$ cat src/source/cq_rx_pkg.sv
package cq_rx_pkg;

    ////////////////////
    // widths
    ////////////////////
    localparam int BEAT_W  = 256;            // cq stream data
    localparam int DW_W    = 32;
    localparam int HALF_W  = BEAT_W / 2;     // payload sits one half-beat up
    localparam int BEAT_DW = BEAT_W / DW_W;  // 8 dw per beat
    localparam int HALF_DW = HALF_W / DW_W;  // 4 dw per half
    localparam int LEN_W   = 11;             // dw count field
    localparam int ADDR_W  = 11;             // dw address into ep memory

    // request type codes, as found in the descriptor
    localparam logic [3:0] REQ_MEM_RD = 4'd0;
    localparam logic [3:0] REQ_MEM_WR = 4'd1;

    localparam int WINDOW_CYCLES_DEF = 25_000_000;  // 100 ms at 250 MHz

    ////////////////////
    // descriptor fields in the first beat
    ////////////////////
    localparam int ADDR_LSB = 2;    // dw aligned, byte bits dropped
    localparam int ADDR_MSB = 12;
    localparam int LEN_LSB  = 64;
    localparam int LEN_MSB  = 74;
    localparam int TYPE_LSB = 75;
    localparam int TYPE_MSB = 78;
    localparam int RID_LSB  = 80;   // requester id
    localparam int RID_MSB  = 95;
    localparam int TAG_LSB  = 96;
    localparam int TAG_MSB  = 103;
    localparam int TC_LSB   = 121;
    localparam int TC_MSB   = 123;
    localparam int ATTR_LSB = 124;
    localparam int ATTR_MSB = 126;
    localparam int PLD_LSB  = 128;  // dw0..3 of the header beat

    typedef struct packed {
        logic [BEAT_W-1:0] data;
        logic              last;
        logic [7:0]        be;    // first/last dw byte enables from tuser
    } cq_beat_t;

    typedef struct packed {
        logic [ADDR_W-1:0] addr;
        logic [2:0]        tc;
        logic [2:0]        attr;
        logic [LEN_W-1:0]  len;
        logic [15:0]       rid;
        logic [7:0]        tag;
        logic [7:0]        be;
    } rd_req_t;

    typedef logic [BEAT_W-1:0] fifo_word_t;  // low dw in low bits

    typedef enum logic [2:0] {
        WR_NONE,
        WR_SHORT,   // 1..4 dw, all in header beat
        WR_FIRST,   // header beat of long write, keep upper half
        WR_MERGE,   // kept half + new lower half
        WR_FLUSH    // leftover half after last beat
    } wr_op_t;

endpackage

$ cat src/source/cq_rx_fsm.sv
`timescale 1ns/1ps

module cq_rx_fsm (
    input  logic                 clk,
    input  logic                 rst_n,
    input  logic                 init_rst_i,
    input  cq_rx_pkg::cq_beat_t  cq_i,
    input  logic                 cq_valid_i,
    output logic                 cq_tready_o,
    input  logic                 compl_done_i,
    output logic                 req_compl_o,
    output cq_rx_pkg::rd_req_t   rd_req_o,
    input  logic                 fits_i,       // this beat ends the payload
    input  logic                 tail_i,       // nothing left in upper half
    output logic                 load_o,
    output logic                 step_o,
    output cq_rx_pkg::wr_op_t    op_o,
    output logic                 wr_beat_o,
    output logic                 pkt_done_o
);
    typedef enum logic [1:0] {ST_IDLE, ST_RD_WAIT, ST_WR_STREAM, ST_FLUSH} state_t;

    state_t                      state_q, state_d;
    logic                        in_pkt_q;    // set after first beat until last
    logic                        accept, sop;
    logic                        is_rd, is_wr;
    logic                        done_d;
    logic [cq_rx_pkg::LEN_W-1:0] len;

    assign cq_tready_o = (state_q == ST_IDLE) || (state_q == ST_WR_STREAM);
    assign accept      = cq_valid_i && cq_tready_o;
    assign sop         = accept && !in_pkt_q;
    assign len   = cq_i.data[cq_rx_pkg::LEN_MSB:cq_rx_pkg::LEN_LSB];
    assign is_rd = cq_i.data[cq_rx_pkg::TYPE_MSB:cq_rx_pkg::TYPE_LSB] == cq_rx_pkg::REQ_MEM_RD;
    assign is_wr = cq_i.data[cq_rx_pkg::TYPE_MSB:cq_rx_pkg::TYPE_LSB] == cq_rx_pkg::REQ_MEM_WR;

    assign req_compl_o = (state_q == ST_RD_WAIT);  // held until completion sent
    assign wr_beat_o   = accept && ((sop && is_wr) || (state_q == ST_WR_STREAM));

    ////////////////////
    // next state and steering
    ////////////////////
    always_comb begin
        state_d = state_q;
        op_o    = cq_rx_pkg::WR_NONE;
        load_o  = 1'b0;
        step_o  = 1'b0;
        done_d  = 1'b0;
        case (state_q)
            ST_IDLE: begin
                if (sop && is_rd && len == 1) begin
                    state_d = ST_RD_WAIT;  // other read lengths dropped
                end else if (sop && is_wr && len <= cq_rx_pkg::HALF_DW) begin
                    op_o   = cq_rx_pkg::WR_SHORT;
                    done_d = 1'b1;
                end else if (sop && is_wr) begin
                    op_o    = cq_rx_pkg::WR_FIRST;
                    load_o  = 1'b1;
                    state_d = ST_WR_STREAM;
                end
            end
            ST_RD_WAIT: begin
                if (compl_done_i) state_d = ST_IDLE;
            end
            ST_WR_STREAM: begin
                if (accept) begin
                    op_o   = cq_rx_pkg::WR_MERGE;
                    step_o = 1'b1;
                    if (fits_i) begin
                        state_d = tail_i ? ST_IDLE : ST_FLUSH;
                        done_d  = tail_i;
                    end
                end
            end
            ST_FLUSH: begin
                op_o    = cq_rx_pkg::WR_FLUSH;  // ready low this cycle
                done_d  = 1'b1;
                state_d = ST_IDLE;
            end
            default: state_d = ST_IDLE;
        endcase
    end

    always_ff @(posedge clk) begin
        if (!rst_n) begin
            state_q    <= ST_IDLE;
            in_pkt_q   <= 1'b0;
            pkt_done_o <= 1'b0;
        end else begin
            state_q    <= init_rst_i ? ST_IDLE : state_d;
            pkt_done_o <= done_d;  // lines up with the registered fifo word
            if (accept) in_pkt_q <= !cq_i.last;
        end
    end

    // read fields, captured on the accepted start beat
    always_ff @(posedge clk) begin
        if (sop && is_rd && len == 1) begin
            rd_req_o.addr <= cq_i.data[cq_rx_pkg::ADDR_MSB:cq_rx_pkg::ADDR_LSB];
            rd_req_o.tc   <= cq_i.data[cq_rx_pkg::TC_MSB:cq_rx_pkg::TC_LSB];
            rd_req_o.attr <= cq_i.data[cq_rx_pkg::ATTR_MSB:cq_rx_pkg::ATTR_LSB];
            rd_req_o.len  <= len;
            rd_req_o.rid  <= cq_i.data[cq_rx_pkg::RID_MSB:cq_rx_pkg::RID_LSB];
            rd_req_o.tag  <= cq_i.data[cq_rx_pkg::TAG_MSB:cq_rx_pkg::TAG_LSB];
            rd_req_o.be   <= cq_i.be;
        end
    end

endmodule

$ cat src/source/wr_dw_counter.sv
`timescale 1ns/1ps

module wr_dw_counter (
    input  logic                        clk,
    input  logic                        rst_n,
    input  logic                        load_i,  // header beat of a long write
    input  logic [cq_rx_pkg::LEN_W-1:0] len_i,
    input  logic                        step_i,  // one more beat merged
    output logic                        fits_o,
    output logic                        tail_o
);
    logic [cq_rx_pkg::LEN_W-1:0] rem_q;  // payload dws not yet seen

    ////////////////////
    // remaining count
    ////////////////////
    // header beat already carried dw0..3, later beats carry 8 each
    always_ff @(posedge clk) begin
        if (!rst_n) begin
            rem_q <= '0;
        end else if (load_i) begin
            rem_q <= len_i - cq_rx_pkg::LEN_W'(cq_rx_pkg::HALF_DW);
        end else if (step_i) begin
            if (fits_o) begin
                rem_q <= '0;  // payload done, no wrap
            end else begin
                rem_q <= rem_q - cq_rx_pkg::LEN_W'(cq_rx_pkg::BEAT_DW);
            end
        end
    end

    // current beat holds the rest of the payload
    assign fits_o = rem_q <= cq_rx_pkg::LEN_W'(cq_rx_pkg::BEAT_DW);

    // rest fits in the lower half, so no flush word
    assign tail_o = rem_q <= cq_rx_pkg::LEN_W'(cq_rx_pkg::HALF_DW);

endmodule

$ cat src/source/wr_realign.sv
`timescale 1ns/1ps

module wr_realign (
    input  logic                  clk,
    input  logic                  rst_n,
    input  cq_rx_pkg::cq_beat_t   cq_i,
    input  cq_rx_pkg::wr_op_t     op_i,
    output logic                  fifo_wr_o,
    output cq_rx_pkg::fifo_word_t fifo_data_o
);
    logic [cq_rx_pkg::HALF_W-1:0] held_q;     // upper half of previous beat
    logic [cq_rx_pkg::LEN_W-1:0]  short_len;
    cq_rx_pkg::fifo_word_t        short_word;

    assign short_len = cq_i.data[cq_rx_pkg::LEN_MSB:cq_rx_pkg::LEN_LSB];

    ////////////////////
    // short write packing
    ////////////////////
    // dw0..N-1 down to the bottom, zeros above
    always_comb begin
        short_word = '0;
        for (int i = 0; i < cq_rx_pkg::HALF_DW; i++) begin
            if (i < short_len) begin
                short_word[i*cq_rx_pkg::DW_W +: cq_rx_pkg::DW_W] =
                    cq_i.data[cq_rx_pkg::PLD_LSB + i*cq_rx_pkg::DW_W +: cq_rx_pkg::DW_W];
            end
        end
    end

    always_ff @(posedge clk) begin
        if (!rst_n) begin
            fifo_wr_o <= 1'b0;
        end else begin
            // first beat only fills the holding half
            fifo_wr_o <= (op_i == cq_rx_pkg::WR_SHORT) ||
                         (op_i == cq_rx_pkg::WR_MERGE) ||
                         (op_i == cq_rx_pkg::WR_FLUSH);
        end
    end

    ////////////////////
    // word and held half
    ////////////////////
    always_ff @(posedge clk) begin
        case (op_i)
            cq_rx_pkg::WR_SHORT: fifo_data_o <= short_word;
            cq_rx_pkg::WR_FIRST: held_q <= cq_i.data[cq_rx_pkg::BEAT_W-1:cq_rx_pkg::HALF_W];
            cq_rx_pkg::WR_MERGE: begin
                // older dws low, newer dws high
                fifo_data_o <= {cq_i.data[cq_rx_pkg::HALF_W-1:0], held_q};
                held_q      <= cq_i.data[cq_rx_pkg::BEAT_W-1:cq_rx_pkg::HALF_W];
            end
            cq_rx_pkg::WR_FLUSH: fifo_data_o <= {{cq_rx_pkg::HALF_W{1'b0}}, held_q};
            default: ;  // idle, word holds
        endcase
    end

endmodule

$ cat src/source/tput_meter.sv
`timescale 1ns/1ps

module tput_meter #(
    parameter int WINDOW_CYCLES = cq_rx_pkg::WINDOW_CYCLES_DEF
) (
    input  logic        clk,
    input  logic        rst_n,
    input  logic        clear_i,    // restart window, drop partial count
    input  logic        wr_beat_i,  // accepted write beat this cycle
    output logic [31:0] count_o,
    output logic        valid_o
);
    localparam int TMR_W = $clog2(WINDOW_CYCLES + 1);

    logic [TMR_W-1:0] timer_q;  // 0 .. WINDOW_CYCLES-1
    logic [31:0]      beats_q;  // beats so far in this window
    logic             win_end;

    assign win_end = timer_q == TMR_W'(WINDOW_CYCLES - 1);

    ////////////////////
    // window timer
    ////////////////////
    always_ff @(posedge clk) begin
        if (!rst_n || clear_i) begin
            timer_q <= '0;
        end else if (win_end) begin
            timer_q <= '0;
        end else begin
            timer_q <= timer_q + 1'b1;
        end
    end

    ////////////////////
    // beat count and result
    ////////////////////
    always_ff @(posedge clk) begin
        if (!rst_n) begin
            beats_q <= '0;
            count_o <= '0;
            valid_o <= 1'b0;
        end else if (clear_i) begin
            beats_q <= '0;
            valid_o <= 1'b0;
        end else begin
            valid_o <= win_end;
            if (win_end) begin
                count_o <= beats_q + 32'(wr_beat_i);  // last cycle still counts
                beats_q <= '0;
            end else begin
                beats_q <= beats_q + 32'(wr_beat_i);
            end
        end
    end

endmodule

$ cat src/source/cq_rx_engine.sv
`timescale 1ns/1ps

module cq_rx_engine #(
    parameter int WINDOW_CYCLES = cq_rx_pkg::WINDOW_CYCLES_DEF
) (
    input  logic                  clk,
    input  logic                  rst_n,
    input  logic                  init_rst_i,
    // completer request stream
    input  cq_rx_pkg::cq_beat_t   cq_i,
    input  logic                  cq_valid_i,
    output logic                  cq_tready_o,
    // read handoff to completion sender
    output logic                  req_compl_o,
    input  logic                  compl_done_i,
    output cq_rx_pkg::rd_req_t    rd_req_o,
    // write payload to fifo
    output logic                  fifo_wr_o,
    output cq_rx_pkg::fifo_word_t fifo_data_o,
    output logic                  pkt_done_o,
    // throughput
    input  logic                  tput_clear_i,
    output logic [31:0]           tput_count_o,
    output logic                  tput_valid_o
);
    logic              fits, tail;
    logic              load, step;
    logic              wr_beat;
    cq_rx_pkg::wr_op_t op;

    cq_rx_fsm u_fsm (
        .clk(clk), .rst_n(rst_n), .init_rst_i(init_rst_i),
        .cq_i(cq_i), .cq_valid_i(cq_valid_i), .cq_tready_o(cq_tready_o),
        .compl_done_i(compl_done_i), .req_compl_o(req_compl_o), .rd_req_o(rd_req_o),
        .fits_i(fits), .tail_i(tail),
        .load_o(load), .step_o(step), .op_o(op),
        .wr_beat_o(wr_beat), .pkt_done_o(pkt_done_o)
    );

    // length taken straight off the header beat
    wr_dw_counter u_cnt (
        .clk(clk), .rst_n(rst_n),
        .load_i(load), .len_i(cq_i.data[cq_rx_pkg::LEN_MSB:cq_rx_pkg::LEN_LSB]),
        .step_i(step), .fits_o(fits), .tail_o(tail)
    );

    wr_realign u_align (
        .clk(clk), .rst_n(rst_n), .cq_i(cq_i), .op_i(op),
        .fifo_wr_o(fifo_wr_o), .fifo_data_o(fifo_data_o)
    );

    tput_meter #(
        .WINDOW_CYCLES(WINDOW_CYCLES)
    ) u_tput (
        .clk(clk), .rst_n(rst_n), .clear_i(tput_clear_i), .wr_beat_i(wr_beat),
        .count_o(tput_count_o), .valid_o(tput_valid_o)
    );

endmodule

$ cat config.mk
export PLATFORM = sky130hd
export DESIGN_NAME = cq_rx_engine
export DESIGN_NICKNAME = d
export VERILOG_FILES = /design/src/source/cq_rx_pkg.sv /design/src/source/cq_rx_fsm.sv /design/src/source/wr_dw_counter.sv /design/src/source/wr_realign.sv /design/src/source/tput_meter.sv /design/src/source/cq_rx_engine.sv
export SDC_FILE = /design/constraint.sdc
export NUM_CORES = 1
export LEC_CHECK = 0
export ABC_AREA = 1
export BUFFER_PORTS_ARGS = -buffer_cell sky130_fd_sc_hd__buf_2
export CORE_MARGIN = 2
export CORE_UTILIZATION = 34
export CTS_CLUSTER_SIZE = 40
export DETAILED_ROUTE_END_ITERATION = 16
export PLACE_DENSITY = 0.65
export RECOVER_POWER = 25
export SLEW_MARGIN = 15
export SYNTH_ARGS = -nofsm -noshare
export SYNTH_HDL_FRONTEND = slang
export SYNTH_SLANG_ARGS = --single-unit
$ cat constraint.sdc
create_clock -name clk -period 23.2 [get_ports clk]
set_input_delay 1.16 -clock clk [delete_from_list [all_inputs] [get_ports clk]]
set_output_delay 1.16 -clock clk [all_outputs]
set_load 0.01 [all_outputs]
== Word-level counts from Yosys, hierarchy flattened ==
Index checks and enable logic that the tools add are counted.

* Add/sub/neg operators: 4
* Equality and inequality tests: 15
* Reductions and logical operators: 26
* Bitwise operators: 2
* Mux-type cells: 32
* Magnitude comparators: 7

{| class="wikitable"
|+ Operators by type and width
! kind !! count
|-
| $pmux W256 S3 || 1
|-
| $mux W32 || 4
|-
| $mux W11 || 3
|-
| $add A32 B1 Y32 || 1
|-
| $add A25 B1 Y25 const B || 1
|-
| $eq A25 B25 Y1 const B || 1
|-
| $le A11 B3 Y1 const B || 2
|-
| $lt A1 B11 Y1 const A || 2
|-
| $lt A2 B11 Y1 const A || 2
|-
| $mux W2 || 9
|-
| $eq A11 B1 Y1 const B || 1
|-
| $le A11 B4 Y1 const B || 1
|-
| $sub A11 B3 Y11 const B || 1
|-
| $sub A11 B4 Y11 const B || 1
|-
| $mux W1 || 10
|-
| $pmux W3 S3 || 1
|-
| $pmux W2 S4 || 1
|-
| $reduce_or A2 Y1 || 4
|-
| $logic_and A1 B1 Y1 || 7
|-
| $eq A3 B2 Y1 const B || 2
|-
| $mux W3 || 2
|-
| $ne A3 B3 Y1 const B || 2
|-
| $logic_or A1 B1 Y1 || 5
|-
| $reduce_and A5 Y1 || 1
|-
| 16 further kinds || 21
|}

* Register bits after elaboration: 550
* Bits of input ports: 271

== Depth between registers and ports, before layout ==
* Depth in word-level cells: 12
* Depth in mapped cells: 18
* Mapped depth without buffers: 16

== By module ==
Synthesis repeated with hierarchy kept, for this count alone.

* Cell total of the unflattened synthesis: 2,325
* Area total of the unflattened synthesis: 23,254.8 µm²

{| class="wikitable"
|+ By module, submodules not included
! module !! cells an instance !! sequential area each (µm²) !! instances !! area an instance (µm²)
|-
| wr_realign || 1,359 || 11,551.1 || 1 || 15,497.4
|-
| tput_meter || 692 || 1,801.7 || 1 || 4,628.2
|-
| cq_rx_fsm || 132 || 1,881.8 || 1 || 2,239.6
|-
| wr_dw_counter || 142 || 220.2 || 1 || 889.6
|}

== Least setup slack after synthesis ==
Ideal clock, no wire load.

* Path type: input port to flip-flop
* Start point: input cq_valid_i
* End point: register u_align.fifo_data_o[0] (enable)
* Arrival time: 6.222 ns
* Cell stages on the path: 5
* Path slack: 15.020 ns
* Path through: buf_2 > o21ai_2 > clkbuf_1 > clkbuf_1 > nand2_1

* Word-level cells in the longest chain between the ends: 9
* Elaborated cells on any way between the ends: 15
* Those cells by class: eq/ne: 3; mux: 5; reduce/logical: 7

{| class="wikitable"
|+ Ends and longest elaborated chain
! item !! line !! text
|-
| start: declaration || cq_rx_engine.sv:11 || <nowiki>input logic cq_valid_i,</nowiki>
|-
| $logic_and A1 B1 Y1 (*) || cq_rx_fsm.sv:31 || <nowiki>assign accept = cq_valid_i && cq_tready_o;</nowiki>
|-
| $logic_and A1 B1 Y1 || cq_rx_fsm.sv:32 || <nowiki>assign sop = accept && !in_pkt_q;</nowiki>
|-
| $logic_and A1 B1 Y1 || cq_rx_fsm.sv:53, cq_rx_fsm.sv:56 ||
|-
| $mux W2 / $logic_and A1 B1 Y1 (equally long branches) || cq_rx_fsm.sv:56, cq_rx_fsm.sv:53 ||
|-
| $mux W3 || cq_rx_fsm.sv:53 || <nowiki>end else if (sop && is_wr && len <= cq_rx_pkg::HALF_DW) begin</nowiki>
|-
| $mux W3 || cq_rx_fsm.sv:51 || <nowiki>if (sop && is_rd && len == 1) begin</nowiki>
|-
| $pmux W3 S3 (*) || cq_rx_fsm.sv:49 || <nowiki>case (state_q)</nowiki>
|-
| $eq A3 B3 Y1, or another cell as far along || wr_realign.sv:46 || <nowiki>case (op_i)</nowiki>
|-
| $reduce_bool A3 Y1 (no source line) (*) || - ||
|-
| end signal: assignment || wr_realign.sv:47 || <nowiki>cq_rx_pkg::WR_SHORT: fifo_data_o <= short_word;</nowiki>
|-
| end signal: assignment || wr_realign.sv:51 || <nowiki>fifo_data_o <= {cq_i.data[cq_rx_pkg::HALF_W-1:0], held_q};</nowiki>
|-
| end signal: assignment || wr_realign.sv:54 || <nowiki>cq_rx_pkg::WR_FLUSH: fifo_data_o <= {{cq_rx_pkg::HALF_W{1'b0}}, held_q};</nowiki>
|-
| end: declaration || wr_realign.sv:9 || <nowiki>output cq_rx_pkg::fifo_word_t fifo_data_o</nowiki>
|}

Every way passes the cells marked *; elsewhere a longest branch is shown, timed or not.
A chain may end at the register's enable or synchronous reset.

== Final worst setup path ==
* Start point: input cq_valid_i
* End point: register u_align.held_q[43] (netlist name) (enable)

* Word-level cells in the longest chain between the ends: 9
* Elaborated cells on any way between the ends: 14
* Those cells by class: eq/ne: 2; mux: 5; reduce/logical: 7

{| class="wikitable"
|+ Ends and longest elaborated chain
! item !! line !! text
|-
| $logic_and A1 B1 Y1 (*) || cq_rx_fsm.sv:31 ||
|-
| $logic_and A1 B1 Y1 || cq_rx_fsm.sv:32 ||
|-
| $logic_and A1 B1 Y1 || cq_rx_fsm.sv:53, cq_rx_fsm.sv:56 ||
|-
| $mux W2 / $logic_and A1 B1 Y1 (equally long branches) || cq_rx_fsm.sv:56, cq_rx_fsm.sv:53 ||
|-
| $mux W3 || cq_rx_fsm.sv:53 ||
|-
| $mux W3 || cq_rx_fsm.sv:51 ||
|-
| $pmux W3 S3 (*) || cq_rx_fsm.sv:49 ||
|-
| $eq A3 B2 Y1 || wr_realign.sv:46 ||
|-
| $reduce_or A2 Y1 (no source line) (*) || - ||
|-
| end signal: assignment || wr_realign.sv:48 || <nowiki>cq_rx_pkg::WR_FIRST: held_q <= cq_i.data[cq_rx_pkg::BEAT_W-1:cq_rx_pkg::HALF_W];</nowiki>
|-
| end signal: assignment || wr_realign.sv:52 || <nowiki>held_q <= cq_i.data[cq_rx_pkg::BEAT_W-1:cq_rx_pkg::HALF_W];</nowiki>
|-
| end: declaration || wr_realign.sv:11 || <nowiki>logic [cq_rx_pkg::HALF_W-1:0] held_q;</nowiki>
|}

Marked as above.

==> results.txt <==
Slew Limit Fails: 127
Synth top area share: 0.610
H-tree levels: 2
Die Ht: 258 um
WHS Path Cells: 1
Top post-synthesis cells by area: edfxtp_1 (61%), dfxtp_1 (9.7%), nor2_1 (7.2%)
R2r setup slk: 18.46 ns
Detailed Routing Iterations Pass 1: 5
Hold Fails Final Rpt: 0
DRT iter0 DRCs: 1346
Peak Freq: 195 MHz
CTS Root Cell: clkbuf_16
Most frequent cells in the layout: edfxtp_1 (444), nor2_1 (422), buf_2 (413)
Yosys top cell by area: edfxtp_1
Slowest cell on the critical path: clkinvlp_2
Pleak: 10.7 nW
I/O Buffers: 623
Hold_sp: u_tput.timer_q[0]
Peak VDD IR: 56.8 uV
# rows: 92
Initial antenna violation count: 8
Worst setup SP type: input port
Placed inst area: 25800 um^2
Reg2reg start: u_fsm.state_q[0]
XOR/XNOR Fraction of Synth Area: 0.0152
Power Dens Cells: 74.4 nW/um^2
CTS tree: done
Syn_area_per_cell: 10.9 um^2
Layout Utilization: 0.433
Clk sinks: 550
Detailed Place HPWL: 45200 um
Yosys cell types: 41
Worst slew margin: -0.317
R2R cell count: 6
Commonest non-fill, non-tap cell in the layout: edfxtp_1
Core area: 63300 um^2
Required @ worst endpoint: 23.44 ns
Compound-Gate Fraction of Synth Area: 0.0471
Worst setup EP type: register
RSZ-0062 raised after global routing: false
Longest Clk Path Bufs: 3
Synth Area in Simple Gates: 0.168
Vias/cell: 4.49
Io pins: 624
Clock Pin Slew Worst Setup and Hold Paths: 0.06 ns
Routed Antenna Nets: 0
TNS Setup: 0 ns
WL per Instance: 17.7 um
Failing checks: capacitance limit, slew limit
Die area: 66400 um^2
Synthesized Nets: 2280
Reg2reg end: u_align.held_q[43]
Fin crit share: 0.221
Chip width: 258 um
Sequential cell area fraction in the yosys report: 0.707
Layout cells sized above 1: 0.205
Period minus WS final: 5.12 ns
Critical Path AT: 5.35 ns
Total number of vias: 15800
Starting Density: 0.345
Hold Path End: u_tput.timer_q[0]
CP Class: input port to register
Max Cap Violations: 3
Slowest stage delay, CP: 1.42 ns
Post-CTS setup buffer count: 0
Clk_lat worst skew: 0.62 ns
Worst Skew: 0.0249 ns
Pwr Total: 2.04 mW
DRC Markers: 0
CP Max Fanout: 73
Status: finished with violations
Worst min path class: register to register
Post-route cell area: 27400 um^2
Post-synthesis mux area share: 0
Vias in the first global route: 15100
Largest family of logic cells by synthesized area: simple AND/OR/NAND/NOR gates
Critical Path, Cell by Cell: clkbuf_1 -> nand2_1 -> nor2_1 -> clkinvlp_2 -> nand2_8 -> buf_4
Post-synthesis adder-cell area fraction: 0.00343
Worst slew pin tran: 1.98 ns
Hold slack final: 0.450 ns
CTS Hold Bufs: 0
TritonCTS Buffers: 59
Area Growth Syn to Fin: 25.2%
Gp weighted congestion: 0.878
Nets@finish: 2902
Resized cells post-CTS: 0
Total GRT Usage: 0.182
Total grt overflow: 0
First-pass GRT wire length: 92400 um
Largest net degree at the start of global routing: 223
Mapped Area: 21900 um^2
Detailed Route WL: 62500 um
Yosys reg bits: 550
Yosys warnings: 0
Mapped Cells: 2003
Final setup viols: 0
==> state kept, by name, indices dropped and copies added (netlist names) <==
name and flops:
u_cnt.rem_q 11, u_align.held_q 128, u_align.fifo_wr_o 1, u_tput.timer_q 25, u_tput.valid_o 1, u_tput.count_o 32
u_align.fifo_data_o 256, u_tput.beats_q 32, u_fsm.state_q 2, u_fsm.pkt_done_o 1, u_fsm.in_pkt_q 1, u_fsm.rd_req_o 60
==> cells in the mapped netlist (all sizes together) <==
cell	n
and3	1
inv	252
o211ai	1
o21ai	26
or2	1
nand2b	3
nor3b	1
nand4	18
o21a	1
ha	6
xnor2	7
dfxtp	106
or3	1
nand2	343
buf	44
nor2	434
a21oi	168
nor3	31
nand3b	7
a31oi	1
clkbuf	28
xor2	31
edfxtp	444
nand3	44
nor4	4
==> cell type report <==
class                   count  area [um^2]
flip-flops and latches    550        15500
fillers                  6166        35900
clock inverters            29          231
multi-input cells        1129         5130
clock buffers              79         1600
well taps                 846         1060
inverters                 252          952
diodes                      6         15.0
repair buffers            633         2950
==> power breakdown <==
group	internal [mW]	total (mW)	switching, mW	leakage, nW
clock	0.504	0.892	0.388	0.875
combinational	0.0285	0.0733	0.0448	5.18
sequential	1.07	1.07	0.00225	4.68
==> worst max-delay path, delay by kind of cell <==
kind	cells	cell delay, ns
buffers and inverters	3	2.55
AND/OR/NAND/NOR	3	1.49
==> worst max path at each step <==
stage               start                       to  slack [ns]  cells past startpoint
6_report       cq_valid_i       u_align.held_q[43]       18.08                      6
5_1_grt        cq_valid_i       u_align.held_q[98]       17.63                      6
4_1_cts          cq_i[86]  u_align.fifo_data_o[75]       19.86                      9
3_5_place_dp     cq_i[86]  u_align.fifo_data_o[10]       19.20                      9
3_3_place_gp     cq_i[86]  u_align.fifo_data_o[10]       19.19                      9
2_1_floorplan  cq_valid_i   u_align.fifo_data_o[0]       15.02                      5
==> metrics by stage <==
stage          cells  worst slack, ns
5_1_grt         3522            17.63
3_5_place_dp    3410            19.20
2_1_floorplan   2003            15.02
3_3_place_gp    3410            19.19
6_report        3524            18.08
4_1_cts         3518            19.86
==> layer usage <==
metal  GRT usage  vias up  part of all wire
met4      0.0743        4             0.036
met2       0.307      540              0.49
met3      0.0422      110             0.069
met1       0.224     7371              0.41
li1            -     7815                 -
met5           0        -           0.00035
==> cells by family after synthesis <==
family / Yosys count
compound gates: 197
xor+xnor: 38
fa+ha+maj: 6
buf+inv: 324
flops: 550
simple gates: 888
Power figures use the tool's default switching activity.
